`src/include/sat_macros.svh`:
```
`ifndef SAT_MACROS_SVH
`define SAT_MACROS_SVH

// Field widths of the rectangle description
`define SAT_DIM_W        8
`define SAT_HALF_W       7
`define SAT_POS_W        32
`define SAT_AXIS_W       16

// Widths inside the datapath
`define SAT_COORD_W      23
`define SAT_PROD_W       39
`define SAT_PROJ_W       32

// Fixed-point alignment
`define SAT_POS_SHIFT    11
`define SAT_PROJ_SHIFT   3
`define SAT_EXTENT_SHIFT 25

`define SAT_NUM_CORNERS  4

`endif

```
`src/rtl/fxp_pkg.sv`:
```
`include "sat_macros.svh"

package fxp_pkg;

    // Centre position and unit axis components
    typedef logic signed [`SAT_POS_W-1:0] pos_t;
    typedef logic signed [`SAT_AXIS_W-1:0] axis_t;

    // Corner coordinate after rotation and translation
    typedef logic signed [`SAT_COORD_W-1:0] coord_t;

    // Dot product before and after the fixed-point shift
    typedef logic signed [`SAT_PROD_W-1:0] prod_t;
    typedef logic signed [`SAT_PROJ_W-1:0] proj_t;

    // Sizes in whole units
    typedef logic [`SAT_HALF_W-1:0] half_t;
    typedef logic [`SAT_DIM_W-1:0] dim_t;

endpackage

```
`src/rtl/geom_pkg.sv`:
```
`include "sat_macros.svh"

package geom_pkg;

    // One coordinate of all four corners, element 0 is corner 0
    typedef fxp_pkg::coord_t [`SAT_NUM_CORNERS-1:0] corner_set_t;

    // Bit 1 selects the sign of the width term, bit 0 the height term
    typedef logic [$clog2(`SAT_NUM_CORNERS)-1:0] corner_idx_t;

endpackage

```
`src/rtl/rect_geom_if.sv`:
```
interface rect_geom_if;
    import fxp_pkg::*;
    import geom_pkg::*;

    logic        valid;
    corner_set_t corner_x;
    corner_set_t corner_y;
    pos_t        pos_x;
    pos_t        pos_y;
    axis_t       u_x;
    axis_t       u_y;
    axis_t       v_x;
    axis_t       v_y;
    half_t       half_w;
    half_t       half_h;

    modport producer (
        output valid, corner_x, corner_y, pos_x, pos_y,
        output u_x, u_y, v_x, v_y, half_w, half_h
    );

    // Projector that moves this rectangle's corners
    modport own_rect (input valid, corner_x, corner_y);

    // Projector that uses this rectangle as the reference frame
    modport ref_rect (input valid, pos_x, pos_y, u_x, u_y, v_x, v_y, half_w, half_h);

endinterface

```
`src/rtl/corner_gen.sv`:
```
`include "sat_macros.svh"

module corner_gen (
    input  logic           clk,
    input  logic           rst,
    input  logic           in_valid,
    input  fxp_pkg::dim_t  width,
    input  fxp_pkg::dim_t  height,
    input  fxp_pkg::pos_t  pos_x,
    input  fxp_pkg::pos_t  pos_y,
    input  fxp_pkg::axis_t u_x,
    input  fxp_pkg::axis_t u_y,
    input  fxp_pkg::axis_t v_x,
    input  fxp_pkg::axis_t v_y,
    rect_geom_if.producer  geom
);
    import fxp_pkg::*;
    import geom_pkg::*;

    half_t       half_w;
    half_t       half_h;
    coord_t      centre_x;
    coord_t      centre_y;
    corner_set_t corner_x_nxt;
    corner_set_t corner_y_nxt;

    // Rotated offset of one corner along one world axis
    function automatic coord_t corner_offset(
        input corner_idx_t idx,
        input half_t       hw,
        input half_t       hh,
        input axis_t       a_w,
        input axis_t       a_h
    );
        logic signed [`SAT_HALF_W:0] mult_w;
        logic signed [`SAT_HALF_W:0] mult_h;
        mult_w = $signed({1'b0, hw});
        mult_h = $signed({1'b0, hh});
        if (!idx[1]) begin
            mult_w = -mult_w;
        end
        if (!idx[0]) begin
            mult_h = -mult_h;
        end
        return mult_w * a_w + mult_h * a_h;
    endfunction

    // Dropping the low bit halves the dimension
    assign half_w = width[`SAT_DIM_W-1:1];
    assign half_h = height[`SAT_DIM_W-1:1];

    // Centre brought into corner units
    assign centre_x = coord_t'(pos_x >>> `SAT_POS_SHIFT);
    assign centre_y = coord_t'(pos_y >>> `SAT_POS_SHIFT);

    always_comb begin
        for (int i = 0; i < `SAT_NUM_CORNERS; i++) begin
            corner_x_nxt[i] = corner_offset(corner_idx_t'(i), half_w, half_h, u_x, v_x)
                              + centre_x;
            corner_y_nxt[i] = corner_offset(corner_idx_t'(i), half_w, half_h, u_y, v_y)
                              + centre_y;
        end
    end

    always_ff @(posedge clk) begin
        if (rst) begin
            geom.valid <= 1'b0;
        end else begin
            geom.valid <= in_valid;
        end
    end

    // Geometry travels with the corners so the projectors see one query
    always_ff @(posedge clk) begin
        geom.corner_x <= corner_x_nxt;
        geom.corner_y <= corner_y_nxt;
        geom.pos_x    <= pos_x;
        geom.pos_y    <= pos_y;
        geom.u_x      <= u_x;
        geom.u_y      <= u_y;
        geom.v_x      <= v_x;
        geom.v_y      <= v_y;
        geom.half_w   <= half_w;
        geom.half_h   <= half_h;
    end

    // No stale query may leave the first stage after reset
    a_valid_low_after_rst: assert property (@(posedge clk) rst |=> !geom.valid);

endmodule

```
`src/flat_wrapper.sv`:
```
// flat-port wrapper written by rule: the top's interface ports become plain ports
module corner_gen_flat import fxp_pkg::*; import geom_pkg::*;
  (clk, rst, in_valid, width, height, pos_x, pos_y, u_x, u_y, v_x, v_y, geom_valid, geom_corner_x, geom_corner_y, geom_pos_x, geom_pos_y, geom_u_x, geom_u_y, geom_v_x, geom_v_y, geom_half_w, geom_half_h);
  rect_geom_if geom_i ();
  input  logic clk;
  input  logic rst;
  input  logic in_valid;
  input  fxp_pkg::dim_t width;
  input  fxp_pkg::dim_t height;
  input  fxp_pkg::pos_t pos_x;
  input  fxp_pkg::pos_t pos_y;
  input  fxp_pkg::axis_t u_x;
  input  fxp_pkg::axis_t u_y;
  input  fxp_pkg::axis_t v_x;
  input  fxp_pkg::axis_t v_y;
  output wire logic [$bits(geom_i.valid)-1:0] geom_valid;
  output wire logic [$bits(geom_i.corner_x)-1:0] geom_corner_x;
  output wire logic [$bits(geom_i.corner_y)-1:0] geom_corner_y;
  output wire logic [$bits(geom_i.pos_x)-1:0] geom_pos_x;
  output wire logic [$bits(geom_i.pos_y)-1:0] geom_pos_y;
  output wire logic [$bits(geom_i.u_x)-1:0] geom_u_x;
  output wire logic [$bits(geom_i.u_y)-1:0] geom_u_y;
  output wire logic [$bits(geom_i.v_x)-1:0] geom_v_x;
  output wire logic [$bits(geom_i.v_y)-1:0] geom_v_y;
  output wire logic [$bits(geom_i.half_w)-1:0] geom_half_w;
  output wire logic [$bits(geom_i.half_h)-1:0] geom_half_h;
  assign geom_valid = geom_i.valid;
  assign geom_corner_x = geom_i.corner_x;
  assign geom_corner_y = geom_i.corner_y;
  assign geom_pos_x = geom_i.pos_x;
  assign geom_pos_y = geom_i.pos_y;
  assign geom_u_x = geom_i.u_x;
  assign geom_u_y = geom_i.u_y;
  assign geom_v_x = geom_i.v_x;
  assign geom_v_y = geom_i.v_y;
  assign geom_half_w = geom_i.half_w;
  assign geom_half_h = geom_i.half_h;
  corner_gen u_core (.clk(clk), .rst(rst), .in_valid(in_valid), .width(width), .height(height), .pos_x(pos_x), .pos_y(pos_y), .u_x(u_x), .u_y(u_y), .v_x(v_x), .v_y(v_y), .geom(geom_i));
endmodule
```
`config.mk`:
```
export PLATFORM = sky130hd
export DESIGN_NAME = corner_gen_flat
export DESIGN_NICKNAME = d
export VERILOG_FILES = /design/src/rtl/fxp_pkg.sv /design/src/rtl/geom_pkg.sv /design/src/rtl/rect_geom_if.sv /design/src/rtl/corner_gen.sv /design/src/flat_wrapper.sv
export VERILOG_INCLUDE_DIRS = /design/src /design/src/include
export SDC_FILE = /design/constraint.sdc
export NUM_CORES = 2
export LEC_CHECK = 0
export ABC_AREA = 1
export BUFFER_PORTS_ARGS = -buffer_cell sky130_fd_sc_hd__buf_4
export CAP_MARGIN = 20
export CORE_AREA = 2 2 399 401
export DETAILED_ROUTE_END_ITERATION = 8
export DIE_AREA = 0 0 401 403
export PLACE_DENSITY = 0.54
export SYNTH_ARGS = -nofsm -noshare
export SYNTH_HDL_FRONTEND = slang
export SYNTH_SLANG_ARGS = --single-unit
```
`constraint.sdc`:
```
create_clock -name clk -period 7.9 [get_ports clk]
set_input_delay 0.395 -clock clk [delete_from_list [all_inputs] [get_ports clk]]
set_output_delay 0.395 -clock clk [all_outputs]
set_load 0.1 [all_outputs]
```
# Yosys cells after proc, flatten, opt, wreduce, memory -nomap -nowiden
# Cells that the tools add are included.
[totals] ff_bits=327 in_bits=147
[classes] n_addsub=18 n_mul=8
[op_table] cell="23-bit by 21-bit adder with 23-bit output" count=8
[op_table] cell="23-bit adder" count=8
[op_table] cell="8-bit by 16-bit multiplier with 23-bit output" count=8
[op_table] cell="7-bit negator with 8-bit output" count=2

# Longest topological paths before layout
[depth] ltp_word=4 depth_mapped=45 depth_no_buf=42

# Worst setup path before layout
# Ideal clock, no wire load.
[synth_path] path_kind="input-to-reg" start="in width[2]" end="reg u_core.geom.corner_y[45]" setup_time_ps=118 t_arrival_ps=7334 required_ps=7782 setup_slack_ps=448 path_stages=39 n_path_buf=3 cell_sequence="buf_2 clkbuf_1 inv_1 ha_1 nand2_2 nor2_4 inv_1 or2_2 nand2_1 inv_1 clkbuf_1 nand2_1 fa_1 inv_1 fa_1 fa_1 inv_1 fa_1 [3 not listed] nor3_1 nand2_1 inv_1 a21oi_1 o21ai_0 nand2_1 nand2_1 xor2_1 fa_1 ha_1 nand2_1 nor3_1 nand2_1 o311ai_0 inv_1 nand2_1 nand2_1 xnor2_1"
[synth_rtl] element="start, declared" line="flat_wrapper.sv:8" source="input fxp_pkg::dim_t width;"
[synth_rtl] element="end signal, assigned" line="corner_gen.sv:76" source="geom.corner_y <= corner_y_nxt;"
[synth_rtl] element="end, declared" line="rect_geom_if.sv:18" source="output valid, corner_x, corner_y, pos_x, pos_y,"

==> results.py <==
metrics = {
    "routing": {
        "avgRoutedWirePerCell_um": 17.69,
        "drc": 0,
        "via_count": 43385,
        "totalWireLength_um": 165300,
        "drt_first_pass_iters": 5,
        "antenna_left": 0,
        "via_per_inst": 4.642,
        "dr.first_iter.drc_count": 2909,
    },
    "placement": {
        "dp.cells": 9171,
        "io_buffers": 471,
        "post-dp-hpwl_um": 141900,
        "gp_congestion": 0.9554,
    },
    "sta": {
        "fin_crit_ps": 7407,
        "finalSetupViolCount": 0,
        "tightestPinTransition_ps": 1082,
        "max_freq_mhz": 135.0,
        "relSlewSlack_pct": 27.35,
        "drv_slew": 0,
        "setup_tns_ps": 0,
        "rsz0062_at_grt": "no",
        "finalCritPeriodShare_pct": 93.76,
        "hold_viol_final": 0,
        "hold_slack_ps": 45.34,
    },
    "global_routing": {
        "met1_usage_pct": 27.46,
        "grt-ovfl-total": 0,
        "grt.total_usage_pct": 20.68,
        "use_met2_pct": 35.66,
        "antenna_found_initial": 12,
        "top_usage_layer": "met2",
        "grt_first_pass_wirelength_um": 258200,
        "grt_max_degree": 34,
        "grt_pass1_vias": 44913,
        "grt_use_met3_pct": 2.847,
    },
    "clock_tree": {
        "htree_levels": 2,
        "clkTransAtPathRegs_ps": 70,
        "cts_sinks": 321,
        "cts_setup_buffers": 0,
        "root_buffer": "clkbuf_16",
        "cts_buffers": 40,
        "clk_path_buf_depth": 3,
        "cts_tree": "yes",
    },
    "critical_path": {
        "path_common_cell": "nand2_1",
        "critPathMaxStageDelay_ps": 610,
        "critPathLaunchType": "primary input",
        "cp.arrival_ps": 7950,
        "critPathKind": "primary input to flop",
        "critPathRequiredTime_ps": 8440,
        "cp_max_fo": 14,
        "cp_slowest_cell": "xnor2_1",
        "crit_path_end_kind": "flop",
    },
    "logic_synthesis": {
        "synthFlopType": "dfxtp_1",
        "syn_nets": 8252,
        "ys_warn_count": 0,
        "synthArstFlopShare_pct": 0,
        "synthCells": 6665,
        "netlist-cell-type-count": 58,
        "synth_edf_count": 0,
        "avgSynthCellArea_sq_um": 7.991,
        "yosys_register_bits": 321,
        "synth_sequential_area_ratio_pct": 12.07,
        "syn-cell-area_sq_mm": 0.05326,
    },
    "cells_and_area": {
        "areaGrowthSynthToFinish_pct": 16.67,
        "drive_above_1_share_pct": 9.957,
        "layout.nets": 8830,
        "stdcell_count": 9347,
    },
    "die": {
        "die_h_um": 403,
        "core_area_sq_mm": 0.1575,
        "start_util_pct": 33.82,
        "dieArea_sq_mm": 0.1616,
        "die_w_um": 401,
        "num_io_pins": 474,
        "row_count": 146,
    },
    "run": {
        "max_cap_violations": 0,
    },
    "min_path": {
        "hold_class": "primary input to flop",
    },
    "run_status": {
        "status": "finished, final reports clean",
    },
}
cell usage after synthesis, drive strengths merged, types with 26 or more instances:
cell type	instances	area share [%]
xnor2	137	2.3
a21o	26	0.37
nand3	168	1.7
nand2	1273	9.1
nor3	36	0.34
buf	45	0.48
nand4	33	0.43
dfxtp	321	12
fa	914	34
inv	1807	13
xor2	196	3.2
a21oi	328	3.1
ha	526	12
nor2	422	3.1
o21ai	165	1.6
clkbuf	120	0.85
path summary, 6_finish.rpt:
path,from,end,slack (ps),cells past startpoint
worst max-delay path,width[1],u_core.geom.corner_y[22],490,37
worst min-delay path,v_y[9],u_core.geom.v_y[9],50,1
flip-flops by register name (all words and copies together) (netlist names):
register and cells:
u_core.geom.corner_x 89, u_core.geom.corner_y 89, u_core.geom.half_h 7, u_core.geom.half_w 7
u_core.geom.pos_x 32, u_core.geom.pos_y 32, u_core.geom.u_x 16, u_core.geom.u_y 16
u_core.geom.v_x 16, u_core.geom.v_y 16, u_core.geom.valid 1
worst max-delay path, delay by kind of cell:
family	cells	cell delay (ps)
buffers and inverters	7	700
AND/OR/NAND/NOR	18	2350
XOR/XNOR	1	610
AO/OA/AOI/OAI	3	530
adder cells (fa/ha/maj)	8	3370
cell families (layout without fill, tap and decap cells):
group / Yosys count / in the layout / share of synthesized area, %
buffers and inverters: 1974 / 2580 / 14.09
xor gates and xnor gates: 333 / 333 / 5.476
AOI/OAI and AO/OA: 627 / 627 / 6.552
other: 0 / 4 / 0
adders and majority gates: 1440 / 1440 / 46.71
and+or+nand+nor: 1970 / 1970 / 15.11
DFF: 321 / 321 / 12.07
cell usage in the layout (no fill, tap or decap), types with 102 or more instances in the layout:
cell / Yosys / layout
nand2_1: 1258 / 1258
buf_4: 9 / 599
nand3_1: 161 / 161
xor2_1: 196 / 195
inv_1: 1798 / 1798
a21oi_1: 327 / 326
fa_1: 914 / 914
dfxtp_1: 321 / 321
xnor2_1: 137 / 137
dlygate4sd3_1: 0 / 102
o21ai_0: 157 / 157
ha_1: 526 / 526
nor2_1: 413 / 412
layer usage:
layer  wire, um  part of all wire (%)  vias to the layer above
li1           -                     -                    20888
met1      72220                    44                    21279
met4       3580                   2.2                        8
met3       8705                   5.3                      155
met5         57                 0.034                        -
met2      80760                    49                     1055
area by class of cell:
| type | instances | area [sq um] |
|---|---|---|
| fill | 16325 | 95330 |
| multi-input combinational | 4370 | 39340 |
| inverter | 1809 | 6799 |
| sequential | 321 | 6426 |
| timing repair buffer | 701 | 5518 |
| tap | 2072 | 2592 |
| clock buffer | 50 | 1110 |
| clock inverter | 20 | 339.1 |
| antenna | 4 | 10.01 |
repair_timing:
item,in CTS,in global routing
hold buffers,102,0
gates resized for setup,0,3
endpoints found under the hold margin,101,0
endpoints found under the setup margin,0,2
stage by stage:
stage | util, % | setup WS, ps | area, sq um
2_1_floorplan | - | 448.1 | 53260
3_3_place_gp | 37.88 | -534.3 | 59650
3_5_place_dp | 37.88 | -453.2 | 59650
4_1_cts | 39.45 | 159.7 | 62120
5_1_grt | 39.46 | 22.09 | 62130
6_report | 39.46 | 493.2 | 62140
Power is left out: the tool's default activity adds up to more than one toggle a clock period on the data nets, which glitch-free logic cannot reach.
