$ cat src/include/sat_macros.svh
`ifndef SAT_MACROS_SVH
`define SAT_MACROS_SVH

// Field widths of the rectangle description
`define SAT_DIM_W        8
`define SAT_HALF_W       7
`define SAT_POS_W        32
`define SAT_AXIS_W       16

// Widths inside the datapath
`define SAT_COORD_W      23
`define SAT_PROD_W       39
`define SAT_PROJ_W       32

// Fixed-point alignment
`define SAT_POS_SHIFT    11
`define SAT_PROJ_SHIFT   3
`define SAT_EXTENT_SHIFT 25

`define SAT_NUM_CORNERS  4

`endif

$ cat src/rtl/fxp_pkg.sv
`include "sat_macros.svh"

package fxp_pkg;

    // Centre position and unit axis components
    typedef logic signed [`SAT_POS_W-1:0] pos_t;
    typedef logic signed [`SAT_AXIS_W-1:0] axis_t;

    // Corner coordinate after rotation and translation
    typedef logic signed [`SAT_COORD_W-1:0] coord_t;

    // Dot product before and after the fixed-point shift
    typedef logic signed [`SAT_PROD_W-1:0] prod_t;
    typedef logic signed [`SAT_PROJ_W-1:0] proj_t;

    // Sizes in whole units
    typedef logic [`SAT_HALF_W-1:0] half_t;
    typedef logic [`SAT_DIM_W-1:0] dim_t;

endpackage

$ cat src/rtl/extent_if.sv
interface extent_if;
    import fxp_pkg::*;

    logic  valid;

    // Extremes of the projected corners along the reference axes
    proj_t min_u;
    proj_t max_u;
    proj_t min_v;
    proj_t max_v;

    // Half extents of the reference rectangle
    half_t ref_half_w;
    half_t ref_half_h;

    modport producer (
        output valid, min_u, max_u, min_v, max_v, ref_half_w, ref_half_h
    );

    modport consumer (
        input valid, min_u, max_u, min_v, max_v, ref_half_w, ref_half_h
    );

endinterface

$ cat src/rtl/sat_decision.sv
`include "sat_macros.svh"

module sat_decision (
    input  logic       clk,
    input  logic       rst,
    extent_if.consumer a_on_b,
    extent_if.consumer b_on_a,
    output logic       out_valid,
    output logic       is_collision
);
    import fxp_pkg::*;

    logic sep_a_on_b;
    logic sep_b_on_a;

    // True when either reference axis leaves a gap, touching counts as a gap
    function automatic logic axis_separates(
        input proj_t min_u,
        input proj_t max_u,
        input proj_t min_v,
        input proj_t max_v,
        input half_t hw,
        input half_t hh
    );
        // One extra bit keeps 127 << 25 positive
        logic signed [`SAT_PROJ_W:0] limit_w;
        logic signed [`SAT_PROJ_W:0] limit_h;
        limit_w = $signed({1'b0, hw}) <<< `SAT_EXTENT_SHIFT;
        limit_h = $signed({1'b0, hh}) <<< `SAT_EXTENT_SHIFT;
        return (min_u >= limit_w) || (max_u <= -limit_w)
            || (min_v >= limit_h) || (max_v <= -limit_h);
    endfunction

    assign sep_a_on_b = axis_separates(a_on_b.min_u, a_on_b.max_u, a_on_b.min_v,
                                       a_on_b.max_v, a_on_b.ref_half_w, a_on_b.ref_half_h);
    assign sep_b_on_a = axis_separates(b_on_a.min_u, b_on_a.max_u, b_on_a.min_v,
                                       b_on_a.max_v, b_on_a.ref_half_w, b_on_a.ref_half_h);

    always_ff @(posedge clk) begin
        if (rst) begin
            out_valid <= 1'b0;
        end else begin
            out_valid <= a_on_b.valid;
        end
    end

    // Collision only when no axis of either rectangle separates
    always_ff @(posedge clk) begin
        is_collision <= !(sep_a_on_b || sep_b_on_a);
    end

    a_dirs_aligned: assert property (
        @(posedge clk) disable iff (rst) a_on_b.valid == b_on_a.valid
    );

endmodule

$ cat src/flat_wrapper.sv
// flat-port wrapper written by rule: the top's interface ports become plain ports
module sat_decision_flat import fxp_pkg::*;
  (clk, rst, out_valid, is_collision, a_on_b_valid, a_on_b_min_u, a_on_b_max_u, a_on_b_min_v, a_on_b_max_v, a_on_b_ref_half_w, a_on_b_ref_half_h, b_on_a_valid, b_on_a_min_u, b_on_a_max_u, b_on_a_min_v, b_on_a_max_v, b_on_a_ref_half_w, b_on_a_ref_half_h);
  extent_if a_on_b_i ();
  extent_if b_on_a_i ();
  input  logic clk;
  input  logic rst;
  output logic out_valid;
  output logic is_collision;
  input wire logic [$bits(a_on_b_i.valid)-1:0] a_on_b_valid;
  input wire logic [$bits(a_on_b_i.min_u)-1:0] a_on_b_min_u;
  input wire logic [$bits(a_on_b_i.max_u)-1:0] a_on_b_max_u;
  input wire logic [$bits(a_on_b_i.min_v)-1:0] a_on_b_min_v;
  input wire logic [$bits(a_on_b_i.max_v)-1:0] a_on_b_max_v;
  input wire logic [$bits(a_on_b_i.ref_half_w)-1:0] a_on_b_ref_half_w;
  input wire logic [$bits(a_on_b_i.ref_half_h)-1:0] a_on_b_ref_half_h;
  input wire logic [$bits(b_on_a_i.valid)-1:0] b_on_a_valid;
  input wire logic [$bits(b_on_a_i.min_u)-1:0] b_on_a_min_u;
  input wire logic [$bits(b_on_a_i.max_u)-1:0] b_on_a_max_u;
  input wire logic [$bits(b_on_a_i.min_v)-1:0] b_on_a_min_v;
  input wire logic [$bits(b_on_a_i.max_v)-1:0] b_on_a_max_v;
  input wire logic [$bits(b_on_a_i.ref_half_w)-1:0] b_on_a_ref_half_w;
  input wire logic [$bits(b_on_a_i.ref_half_h)-1:0] b_on_a_ref_half_h;
  assign a_on_b_i.valid = a_on_b_valid;
  assign a_on_b_i.min_u = a_on_b_min_u;
  assign a_on_b_i.max_u = a_on_b_max_u;
  assign a_on_b_i.min_v = a_on_b_min_v;
  assign a_on_b_i.max_v = a_on_b_max_v;
  assign a_on_b_i.ref_half_w = a_on_b_ref_half_w;
  assign a_on_b_i.ref_half_h = a_on_b_ref_half_h;
  assign b_on_a_i.valid = b_on_a_valid;
  assign b_on_a_i.min_u = b_on_a_min_u;
  assign b_on_a_i.max_u = b_on_a_max_u;
  assign b_on_a_i.min_v = b_on_a_min_v;
  assign b_on_a_i.max_v = b_on_a_max_v;
  assign b_on_a_i.ref_half_w = b_on_a_ref_half_w;
  assign b_on_a_i.ref_half_h = b_on_a_ref_half_h;
  sat_decision u_core (.clk(clk), .rst(rst), .a_on_b(a_on_b_i), .b_on_a(b_on_a_i), .out_valid(out_valid), .is_collision(is_collision));
endmodule
$ cat config.mk
export PLATFORM = sky130hd
export DESIGN_NAME = sat_decision_flat
export DESIGN_NICKNAME = d
export VERILOG_FILES = /design/src/rtl/fxp_pkg.sv /design/src/rtl/extent_if.sv /design/src/rtl/sat_decision.sv /design/src/flat_wrapper.sv
export VERILOG_INCLUDE_DIRS = /design/src /design/src/include
export SDC_FILE = /design/constraint.sdc
export NUM_CORES = 1
export LEC_CHECK = 0
export ABC_AREA = 1
export BUFFER_PORTS_ARGS = -buffer_cell sky130_fd_sc_hd__buf_2
export CAP_MARGIN = 30
export CORE_AREA = 4 4 109 111
export CTS_BUF_LIST = sky130_fd_sc_hd__clkbuf_4 sky130_fd_sc_hd__clkbuf_8
export CTS_CLUSTER_DIAMETER = 80
export CTS_CLUSTER_SIZE = 8
export DETAILED_ROUTE_END_ITERATION = 12
export DIE_AREA = 0 0 113 115
export GPL_ROUTABILITY_DRIVEN = 0
export PLACE_DENSITY = 0.68
export SLEW_MARGIN = 20
export SYNTH_ARGS = -nofsm -noshare
export SYNTH_HDL_FRONTEND = slang
export SYNTH_SLANG_ARGS = --single-unit
export TNS_END_PERCENT = 20
$ cat constraint.sdc
create_clock -name clk -period 2.3 [get_ports clk]
set_input_delay 0.46 -clock clk [delete_from_list [all_inputs] [get_ports clk]]
set_output_delay 0.46 -clock clk [all_outputs]
set_load 0.005 [all_outputs]
; ---- After elaboration in Yosys (flattened, before gate mapping)
; Cells that the tools add are included.
[classes]
addsub = 4
reduce_logical = 8
order_cmp = 8
[ops]
columns = cell, count
row1 = 32-bit by 33-bit >= comparator with 1-bit output, 4
row2 = 32-bit by 33-bit less-or-equal comparator with 1-bit output, 4
row3 = 32-bit negator with 33-bit output, 4
row4 = 1-bit logical OR, 7
row5 = 1-bit zero test, 1
[totals]
word_cells = 22
input_bits = 288
register_bits = 2

; ---- Depth between registers and ports, before layout
; Gate-level depths: netlist of the first run.
[logic_depth]
depth_word = 7
ltp_mapped = 17

; ---- Least setup slack after synthesis of the first run
; Ideal clock, no wire load.
[synth_timing]
path_type = input to register
from = in b_on_a_ref_half_h[0]
to = reg u_core.is_collision
arrival_time_ns = 2.064
n_path_buf = 0
setup_time_ns = 0.064
stages = 14
t_required_ns = 2.236
slack_ns = 0.172
cell_sequence = inv_1 ha_1 nand3_1 nor3_1 xor2_1 ha_1 nand2_1 nor2_1 a21oi_2 nand3_1 or2_0 nand2_1 nand3_1 nor2_1
[synth_between]
elab_chain_len = 5
elab_cells_between_ends = 7
classes_between = add/sub: 1 / order compare: 2 / reduce/logical: 4
[synth_lines]
columns = element, line
row1 = from (decl), flat_wrapper.sv:23  ; input wire logic [$bits(b_on_a_i.ref_half_h)-1:0] b_on_a_ref_half_h;
row2 = 32-bit negator with 33-bit output / 32-bit by 33-bit >= comparator with 1-bit output (equally long branches), sat_decision.sv:31  ; || (min_v >= limit_h) || (max_v <= -limit_h);
row3 = 32-bit by 33-bit less-or-equal comparator with 1-bit output / 1-bit logical OR (equally long branches), sat_decision.sv:31
row4 = 1-bit logical OR *, sat_decision.sv:31
row5 = 1-bit logical OR *, sat_decision.sv:49  ; is_collision <= !(sep_a_on_b || sep_b_on_a);
row6 = 1-bit zero test *, sat_decision.sv:49
row7 = to (signal assigned), sat_decision.sv:49
row8 = to (decl), sat_decision.sv:9  ; output logic is_collision
; Every way passes the cells marked *; elsewhere a longest branch is shown, timed or not.
; A chain may end at the register's enable or synchronous reset.

; ---- Worst setup path in the final report of the first run
[layout_timing]
from = in a_on_b_ref_half_h[2]
to = reg u_core.is_collision
[layout_between]
elab_chain_len = 5
elab_cells_between_ends = 7
classes_between = add/sub: 1 / order compare: 2 / reduce/logical: 4
[layout_lines]
columns = element, line
row1 = from (decl), flat_wrapper.sv:16  ; input wire logic [$bits(a_on_b_i.ref_half_h)-1:0] a_on_b_ref_half_h;
row2 = 32-bit negator with 33-bit output / 32-bit by 33-bit >= comparator with 1-bit output (equally long branches), sat_decision.sv:31
row3 = 32-bit by 33-bit less-or-equal comparator with 1-bit output / 1-bit logical OR (equally long branches), sat_decision.sv:31
row4 = 1-bit logical OR *, sat_decision.sv:31
row5 = 1-bit logical OR *, sat_decision.sv:49
row6 = 1-bit zero test *, sat_decision.sv:49
; Marked as above.

==> results of run 1 <==
-- stage by stage --
stage          TNS (ns)  hold WS (ns)  instances  utilization (%)  area [um^2]
6_report              0         0.425       1032             48.5         5240
5_1_grt         -0.0267         0.440       1032             48.5         5240
4_1_cts               0         0.435       1026             45.5         4910
3_5_place_dp     -0.171         0.653       1023             45.2         4870
3_3_place_gp     -0.138         0.651       1023             45.2         4870
2_1_floorplan         0         0.531        565                -         3030
-- what timing repair did --
| item | 4_1_cts | 5_1_grt |
|---|---|---|
| endpoints found under the setup margin | 0 | 1 |
| buffers inserted | 0 | 6 |
| resized for setup | 0 | 65 |
-- flip-flops by register name, summed over array words and instances (netlist names) --
name,count
u_core.is_collision,1
u_core.out_valid,1
-- path summary, 6_finish.rpt --
kind / to / depth (start not counted)
max: u_core.is_collision / 15
min: u_core.out_valid / 2
-- power breakdown --
group          internal (mW)  switching [mW]  total, mW
logic                  0.422           0.379      0.801
registers             0.0363        0.000263     0.0366
clock network          0.110          0.0248      0.135
total                  0.568           0.404      0.972
-- kinds of logic after synthesis --
kind of cell	synth area share, %
and+or+nand+nor	47.5
adders and majority gates	28.1
buffers and inverters	12.1
AOI/OAI and AO/OA	6.31
xor gates and xnor gates	4.62
DFF	1.32
-- per-layer routing --
metal  vias to the layer above  wire length [um]
met5                         -                 0
li1                       2426                 -
met3                         4               989
met2                       176              5800
met1                      1790              4130
met4                         0                58
-- cell type report --
type | instances | area, um^2 | share of cell area (%)
well taps | 140 | 175 | 3.35
repair buffers | 324 | 1750 | 33.5
multi-input cells | 465 | 2840 | 54.3
inverters | 98 | 383 | 7.31
flip-flops and latches | 2 | 40.0 | 0.765
clock buffers | 3 | 41.3 | 0.789
-- cells in the final DEF, fill, tap and decap left out, types with 13 or more instances in the layout --
| cell | instances |
|---|---|
| inv_1 | 84 |
| nor2_1 | 151 |
| nand2_1 | 132 |
| a21oi_1 | 15 |
| xor2_1 | 16 |
| ha_1 | 63 |
| buf_4 | 36 |
| buf_2 | 282 |
| nand3_1 | 13 |
| nand4_1 | 19 |
==> out/qor.txt, run 1 <==
Main synth FF type = dfxtp_1
Syn Inst Count = 565
Via density = 4.26
Worst min path class = in2reg
Initial antenna violation count = 0
Bufs on Longest Clock Path = 2
Yosys reg bits = 2
First-pass GRT wire length = 16.4 mm
Final hold viol count = 0
Synthesized Nets = 921
Actual slew at the worst max-slew pin = 0.193 ns
Power, Total = 0.972 mW
Headroom to the max-slew limit = 87.1%
Synth unique cells = 24
Outcome = finished, final reports clean
Met2 Use GR = 29.8%
Die area = 13000 um^2
Wire length per cell = 10.6 um
CTS Buf Count = 3
Pin count of the biggest net entering global routing = 5
Via count = 4396
CORE AREA = 10800 um^2
TritonRoute pass-1 iters = 4
Vias in the first global route = 4126
Yosys top cell area share = 28.1%
H-tree levels = 1
Area grow syn2layout = 72.7%
DIE HEIGHT = 115 um
Post-DP HPWL = 10.1 mm
Setup crit start = a_on_b_ref_half_h[2]
Met1 global-route usage = 16.6%
CTS Sinks = 2
Worst hold start = rst
Syn_area_per_cell = 5.37 um^2
Pwr dens = 186 nW/um^2
Max_cap viols = 0
Largest stage delay, worst path = 0.28 ns
Diodes inserted = 0
Largest fanout on the critical path = 2
Max Transition Viols Final = 0
Filler Cells Inserted = 1175
Cell family with most CP delay = simple AND/OR/NAND/NOR gates
Crit path launch type = input port
Starting Density = 28.1%
Setup ws final = 0.157 ns
Most numerous cell in the Yosys netlist = nor2_1
Gr usage total = 14.8%
Final min period = 2.14 ns
Post-detailed-route count of antenna-violating nets = 0
Grt total ovfl = 0
CP required = 2.45 ns
Critical path, cell by cell = buf_2, buf_4, inv_1, nand3_4, nor3_2, xor2_1, ha_1, nand2_1, inv_1, a21oi_2, nand3_1, nand2b_1, nand2_1, nand3_1, nor2_1
Place WS = -0.171 ns
EDFF count, synth = 0
Root buffer cell = clkbuf_8
Gr busiest metal = met2
Peak Freq = 467 MHz
Maximum VDD drop = 0.153 mV
Synth area leaders = ha_1 (28%), nor2_1 (19%), nand2_1 (17%), inv_1 (11%), xor2_1 (4.6%)
Cts hold-fix bufs = 0
Fin crit share = 93.2%
Initial DRC count = 98
CP Class = in2reg
CP Capture Type = flop
Clk slew on worst S/H paths = 0.03 ns
I/O Pins = 290
Routed Wire Length = 11.0 mm
Die X = 113 um
LEAKAGE = 3.23 nW
GR Layer Usage met3 = 2.68%
# rows = 38
Drt drc = 0
CTS tree = done
Synth Cell Area = 3030 um^2
Sequential fraction of the synthesis area = 1.32%
Synth area leader = ha_1
Layout cells sized above 1 = 41.7%
Slowest CP cell = ha_1
RSZ-0062 raised after global routing = yes
Synth cell count leaders = nor2_1 (152), nand2_1 (135), inv_1 (92), ha_1 (68)
Final setup violation count = 0
Yosys warns = 0
Post-synth ARST share = 0%
Final #Nets = 1250
Buf/Inv on CP = 4
I/O Buffers = 288
Worst Path Arrival = 2.29 ns
(Power assumes the default switching activity.)
==> run 2: changes to the inputs <==
==> constraint.sdc (replaced) <==
create_clock -name clk -period 2.3 [get_ports clk]
set_input_delay 0.115 -clock clk [delete_from_list [all_inputs] [get_ports clk]]
set_output_delay 0.115 -clock clk [all_outputs]
set_load 0.005 [all_outputs]
==> run 2 against run 1 <==
Effect of this change:
- total power down 11%
- first-iteration DRC count down 4.1%
- clock power about the same
- design area down 10%
- die area unchanged
- combinational power down 14%
- largest power group unchanged
- highest routed layer unchanged
- largest cell class unchanged
- sequential power about the same
- critical path depth up 3
==> out/qor.txt, run 2 (synthesis results as in run 1) <==
Outcome = finished, final reports clean
CP required = 2.45 ns (about the same)
Largest fanout on the critical path = 3 (+1)
Layout cells sized above 1 = 35.6% (-6.1 points)
Sw Share = 41.9% (+0.32 points)
TritonRoute pass-1 iters = 4 (unchanged)
Diodes inserted = 0 (unchanged)
CTS Buf Count = 3 (unchanged)
CTS Sinks = 2 (unchanged)
Max_cap viols = 0 (unchanged)
RSZ-0062 raised after global routing = no
Flop pwr share = 4.2% (+0.4 points)
Crit path launch type = input port
Bufs on Longest Clock Path = 2 (unchanged)
Most common cell after layout, fill and taps aside = buf_2
Routed Wire Length = 10.2 mm (-6.7%)
Die area = 13000 um^2 (unchanged)
Max Transition Viols Final = 0 (unchanged)
Grt total ovfl = 0 (unchanged)
Cts hold-fix bufs = 0 (unchanged)
I/O Pins = 290 (unchanged)
Net Switching = 0.363 mW (-10%)
DP Area = 4660 um^2 (-4.5%)
Finished Cell Area = 4700 um^2 (-10%)
Clk pwr share = 16.0% (+2.1 points)
Leading registers by flop count = u_core.is_collision (1), u_core.out_valid (1)
Final min period = 1.92 ns (-0.219 ns)
Final hold viol count = 0 (unchanged)
Post-DP HPWL = 9.83 mm (-3.0%)
Root buffer cell = clkbuf_8
Initial antenna violation count = 0 (unchanged)
Comb pwr share = 79.8% (-2.5 points)
Initial DRC count = 94 (-4.1%)
Post-CTS Setup Bufs = 0 (unchanged)
Vias in the first global route = 3975 (-3.7%)
Internal power = 0.504 mW (-11%)
# rows = 38 (unchanged)
Area grow syn2layout = 54.9%
CP Class = in2reg
Maximum VDD drop = 0.244 mV (+60%)
Fin crit share = 83.6% (-9.5 points)
DIE HEIGHT = 115 um (unchanged)
Wire length per cell = 10.3 um (-3.4%)
Clk slew on worst S/H paths = 0.03 ns (about the same)
CORE AREA = 10800 um^2 (unchanged)
Most frequent cells in the layout = buf_2 (288), nor2_1 (152), nand2_1 (135), inv_1 (92), ha_1 (68)
I/O Buffers = 288 (unchanged)
Pin count of the biggest net entering global routing = 6 (+1)
Die X = 113 um (unchanged)
Filler Cells Inserted = 1214 (+3.3%)
Setup ws final = 0.376 ns (+0.219 ns)
Post-CTS Resized = 0 (unchanged)
Actual slew at the worst max-slew pin = 0.314 ns (+0.121 ns)
Setup tns final = 0 ns (unchanged)
Power, Total = 0.867 mW (-11%)
Post-detailed-route count of antenna-violating nets = 0 (unchanged)
Worst min path class = in2reg
Peak Freq = 520 MHz (+11%)
Place WS = 0.133 ns (+0.304 ns)
Drt drc = 0 (unchanged)
Final #Nets = 1215 (-2.8%)
Via count = 4191 (-4.7%)
CTS tree = done
Worst Path Arrival = 2.07 ns (-0.22 ns)
Final setup violation count = 0 (unchanged)
Pwr dens = 185 nW/um^2 (-0.58%)
LEAKAGE = 3.00 nW (-6.9%)
Final Util = 43.5% (-5.0 points)
First-pass GRT wire length = 16.0 mm (-2.4%)
Via density = 4.20 (-1.3%)
Headroom to the max-slew limit = 78.9% (-8.2 points)
H-tree levels = 1 (unchanged)
Gr usage total = 14.5% (-0.32 points)
Starting Density = 28.1% (unchanged)
CP Capture Type = flop
[run 2: area by class of cell]
type,instances,area [um^2],share of cell area [%]
Clock buffer,3,41.3,0.879
Multi-Input combinational cell,465,2620,55.9
Tap cell,140,175,3.73
Sequential cell,2,40.0,0.852
Timing Repair Buffer,289,1450,30.8
Inverter,98,368,7.83
[run 2: final timing paths]
kind	start	to	slack [ns]	cells past startpoint
max	a_on_b_ref_half_w[0]	u_core.is_collision	0.38	18
min	rst	u_core.out_valid	0.07	2
[run 2: metrics by stage]
step                instances  hold slack [ns]
global placement          994            0.306
floorplan                 565            0.186
CTS                       997           0.0818
finish                    997           0.0740
global route              997           0.0953
detailed placement        994            0.307
[run 2: power groups by stage]
stage	sequential, mW	combinational, mW	clock, mW
floorplan	0.0372	0.368	0
global placement	0.0369	0.694	0
detailed placement	0.0370	0.700	0
CTS	0.0365	0.704	0.144
global route	0.0366	0.817	0.148
finish	0.0365	0.692	0.138
[run 2: metal layers]
metal  vias up  wire length, um  GRT usage (%)
li1       2364                -              -
met1      1648             3900           16.4
met2       175             5130           28.0
met3         4             1140           3.89
met4         0               74           1.36
met5         -                0              0
[run 2: critical path: stages]
cell and delay, ns:
buf_2 0.12, inv_1 0.07, ha_1 0.19, nand3_1 0.12, nor3_1 0.19, xor2_1 0.17, ha_1 0.27, nand2_2 0.09
inv_2 0.04, nand2_1 0.05, nand2_1 0.05, nor2_2 0.12, nand2_1 0.05, nand2_1 0.05, nand3_1 0.10, nor2_1 0.13
nand3_1 0.08, nor2_1 0.08
==> run 3: changes to the inputs <==
PLACE_DENSITY = 0.7   (was 0.68)
clock period = 1.7 ns   (was 2.3 ns; I/O delays follow)
==> run 3 against run 2 <==
Effect of this change:
- highest routed layer unchanged
- critical endpoint unchanged
- the run now ends with setup timing left
- utilization increased by 4.8 points
- largest cell class unchanged
- worst setup slack got worse by 0.38 ns
- critical path depth decreased by 4
- total power increased by 51%
- design area increased by 11%
==> out/qor.txt, run 3 (synthesis results as in run 1) <==
Outcome = finished, violations left
Failing checks = setup timing
Clk slew on worst S/H paths = 0.03 ns (about the same)
Peak Freq = 586 MHz
Wire length per cell = 10.8 um (+5.2%)
Starting Density = 28.1% (unchanged)
Die area = 13000 um^2 (unchanged)
Gr usage total = 16.4% (+1.9 points)
Leading registers by flop count = u_core.is_collision (1), u_core.out_valid (1)
Pin count of the biggest net entering global routing = 5 (-1)
DIE HEIGHT = 115 um (unchanged)
Vias in the first global route = 4349 (+9.4%)
Maximum VDD drop = 0.120 mV (-51%)
Actual slew at the worst max-slew pin = 0.290 ns (-0.0237 ns)
Finished Cell Area = 5220 um^2 (+11%)
Drt drc = 0 (unchanged)
Final hold viol count = 0 (unchanged)
Place WS = -0.343 ns (-0.476 ns)
Pwr dens = 251 nW/um^2 (+36%)
CTS tree = done
CORE AREA = 10800 um^2 (unchanged)
Max Transition Viols Final = 0 (unchanged)
Final setup violation count = 1 (+1)
Via count = 4385 (+4.6%)
Critical path, cell by cell = buf_8, nor3_4, nand2_1, nor2_1, nand2_1, nor2_1, ha_1, a21o_1, a21oi_2, nand3_1, or2_0, nand2_1, nand3_1, nor2_1
Most common cell after layout, fill and taps aside = buf_2
Max_cap viols = 0 (unchanged)
DP Area = 5040 um^2 (+8.2%)
CP required = 1.85 ns (-0.60 ns)
Initial antenna violation count = 0 (unchanged)
I/O Pins = 290 (unchanged)
Die X = 113 um (unchanged)
Area grow syn2layout = 72.1%
Post-detailed-route count of antenna-violating nets = 0 (unchanged)
Routed Wire Length = 11.3 mm (+9.9%)
I/O Buffers = 288 (unchanged)
Diodes inserted = 0 (unchanged)
Worst Path Arrival = 1.85 ns (-0.22 ns)
Setup ws final = -0.00681 ns (-0.383 ns)
H-tree levels = 1 (unchanged)
Cts hold-fix bufs = 0 (unchanged)
Final min period = 1.71 ns
TritonRoute pass-1 iters = 4 (unchanged)
CP Capture Type = flop
Crit path launch type = input port
Largest fanout on the critical path = 3 (unchanged)
Via density = 4.21 (+0.11%)
RSZ-0062 raised after global routing = yes
Slowest CP cell = ha_1
Bufs on Longest Clock Path = 2 (unchanged)
Layout cells sized above 1 = 42.1% (+6.5 points)
Fin crit share = 100%
# rows = 38 (unchanged)
CP Class = in2reg
CTS Sinks = 2 (unchanged)
CTS Buf Count = 3 (unchanged)
Most frequent cells in the layout = buf_2 (285), nor2_1 (150), nand2_1 (134), inv_1 (82), ha_1 (64)
Largest stage delay, worst path = 0.26 ns (about the same)
Worst min path class = in2reg
Headroom to the max-slew limit = 80.6% (+1.7 points)
LEAKAGE = 3.24 nW (+8.0%)
Post-DP HPWL = 10.6 mm (+7.9%)
First-pass GRT wire length = 17.9 mm (+12%)
Filler Cells Inserted = 1166 (-4.0%)
Root buffer cell = clkbuf_8
Initial DRC count = 97 (+3.2%)
Grt total ovfl = 0 (unchanged)
Final #Nets = 1260 (+3.7%)
run 3: changes by cell type in the layout (fill, tap and decap cells not counted), sizes merged:
cell | previous run | this run
buf | 289 | 334
run 3: routing by layer:
layer | GRT usage (%) | part of all wire (%) | wire [um] | up-vias
li1 | - | - | - | 2450
met1 | 18.0 | 38 | 4310 | 1765
met2 | 32.6 | 52 | 5870 | 160
met3 | 3.42 | 8.5 | 958 | 10
met4 | 2.56 | 1.0 | 117 | 0
met5 | 0 | 0 | 0 | -
run 3: repair_timing:
| action | CTS | global route |
|---|---|---|
| pin swaps | 35 | 2 |
| resized for setup | 25 | 4 |
| buffers inserted | 4 | 0 |
| endpoints found under the setup margin | 1 | 1 |
run 3: worst paths after layout:
path	start	endpoint	depth (start not counted)
max	b_on_a_ref_half_h[2]	u_core.is_collision	14
min	rst	u_core.out_valid	2
run 3: area by class of cell:
class / instances / area, um^2 / share of cell area (%)
Sequential cell: 2 / 40.0 / 0.768
Clock buffer: 3 / 41.3 / 0.792
Multi-Input combinational cell: 465 / 2780 / 53.3
Inverter: 98 / 373 / 7.15
Tap cell: 140 / 175 / 3.36
Timing Repair Buffer: 334 / 1810 / 34.7
run 3: critical path, delay by kind of cell:
kind                       cells  cell delay [ns]
and+or+nand+nor               10             1.12
AOI/OAI and AO/OA              2             0.28
adders and majority gates      1             0.26
buffers and inverters          1             0.10
run 3: metrics by stage:
step                TNS (ns)  util (%)  hold WS [ns]  power [mW]  instances
finish              -0.00681      48.3        0.0308        1.31       1042
detailed placement    -0.343      46.7         0.247        1.10       1035
floorplan                  0         -         0.156       0.558        565
CTS                  -0.0480      48.2        0.0264        1.33       1042
global route          -0.265      48.3        0.0464        1.49       1042
global placement      -0.303      46.7         0.244        1.08       1035
run 3: power breakdown:
group / internal (mW) / leakage, nW / switching, mW
Combinational: 0.572 / 3.21 / 0.503
Clock: 0.150 / 0.0216 / 0.0362
Sequential: 0.0491 / 0.0164 / 0.000278
Total: 0.771 / 3.24 / 0.539
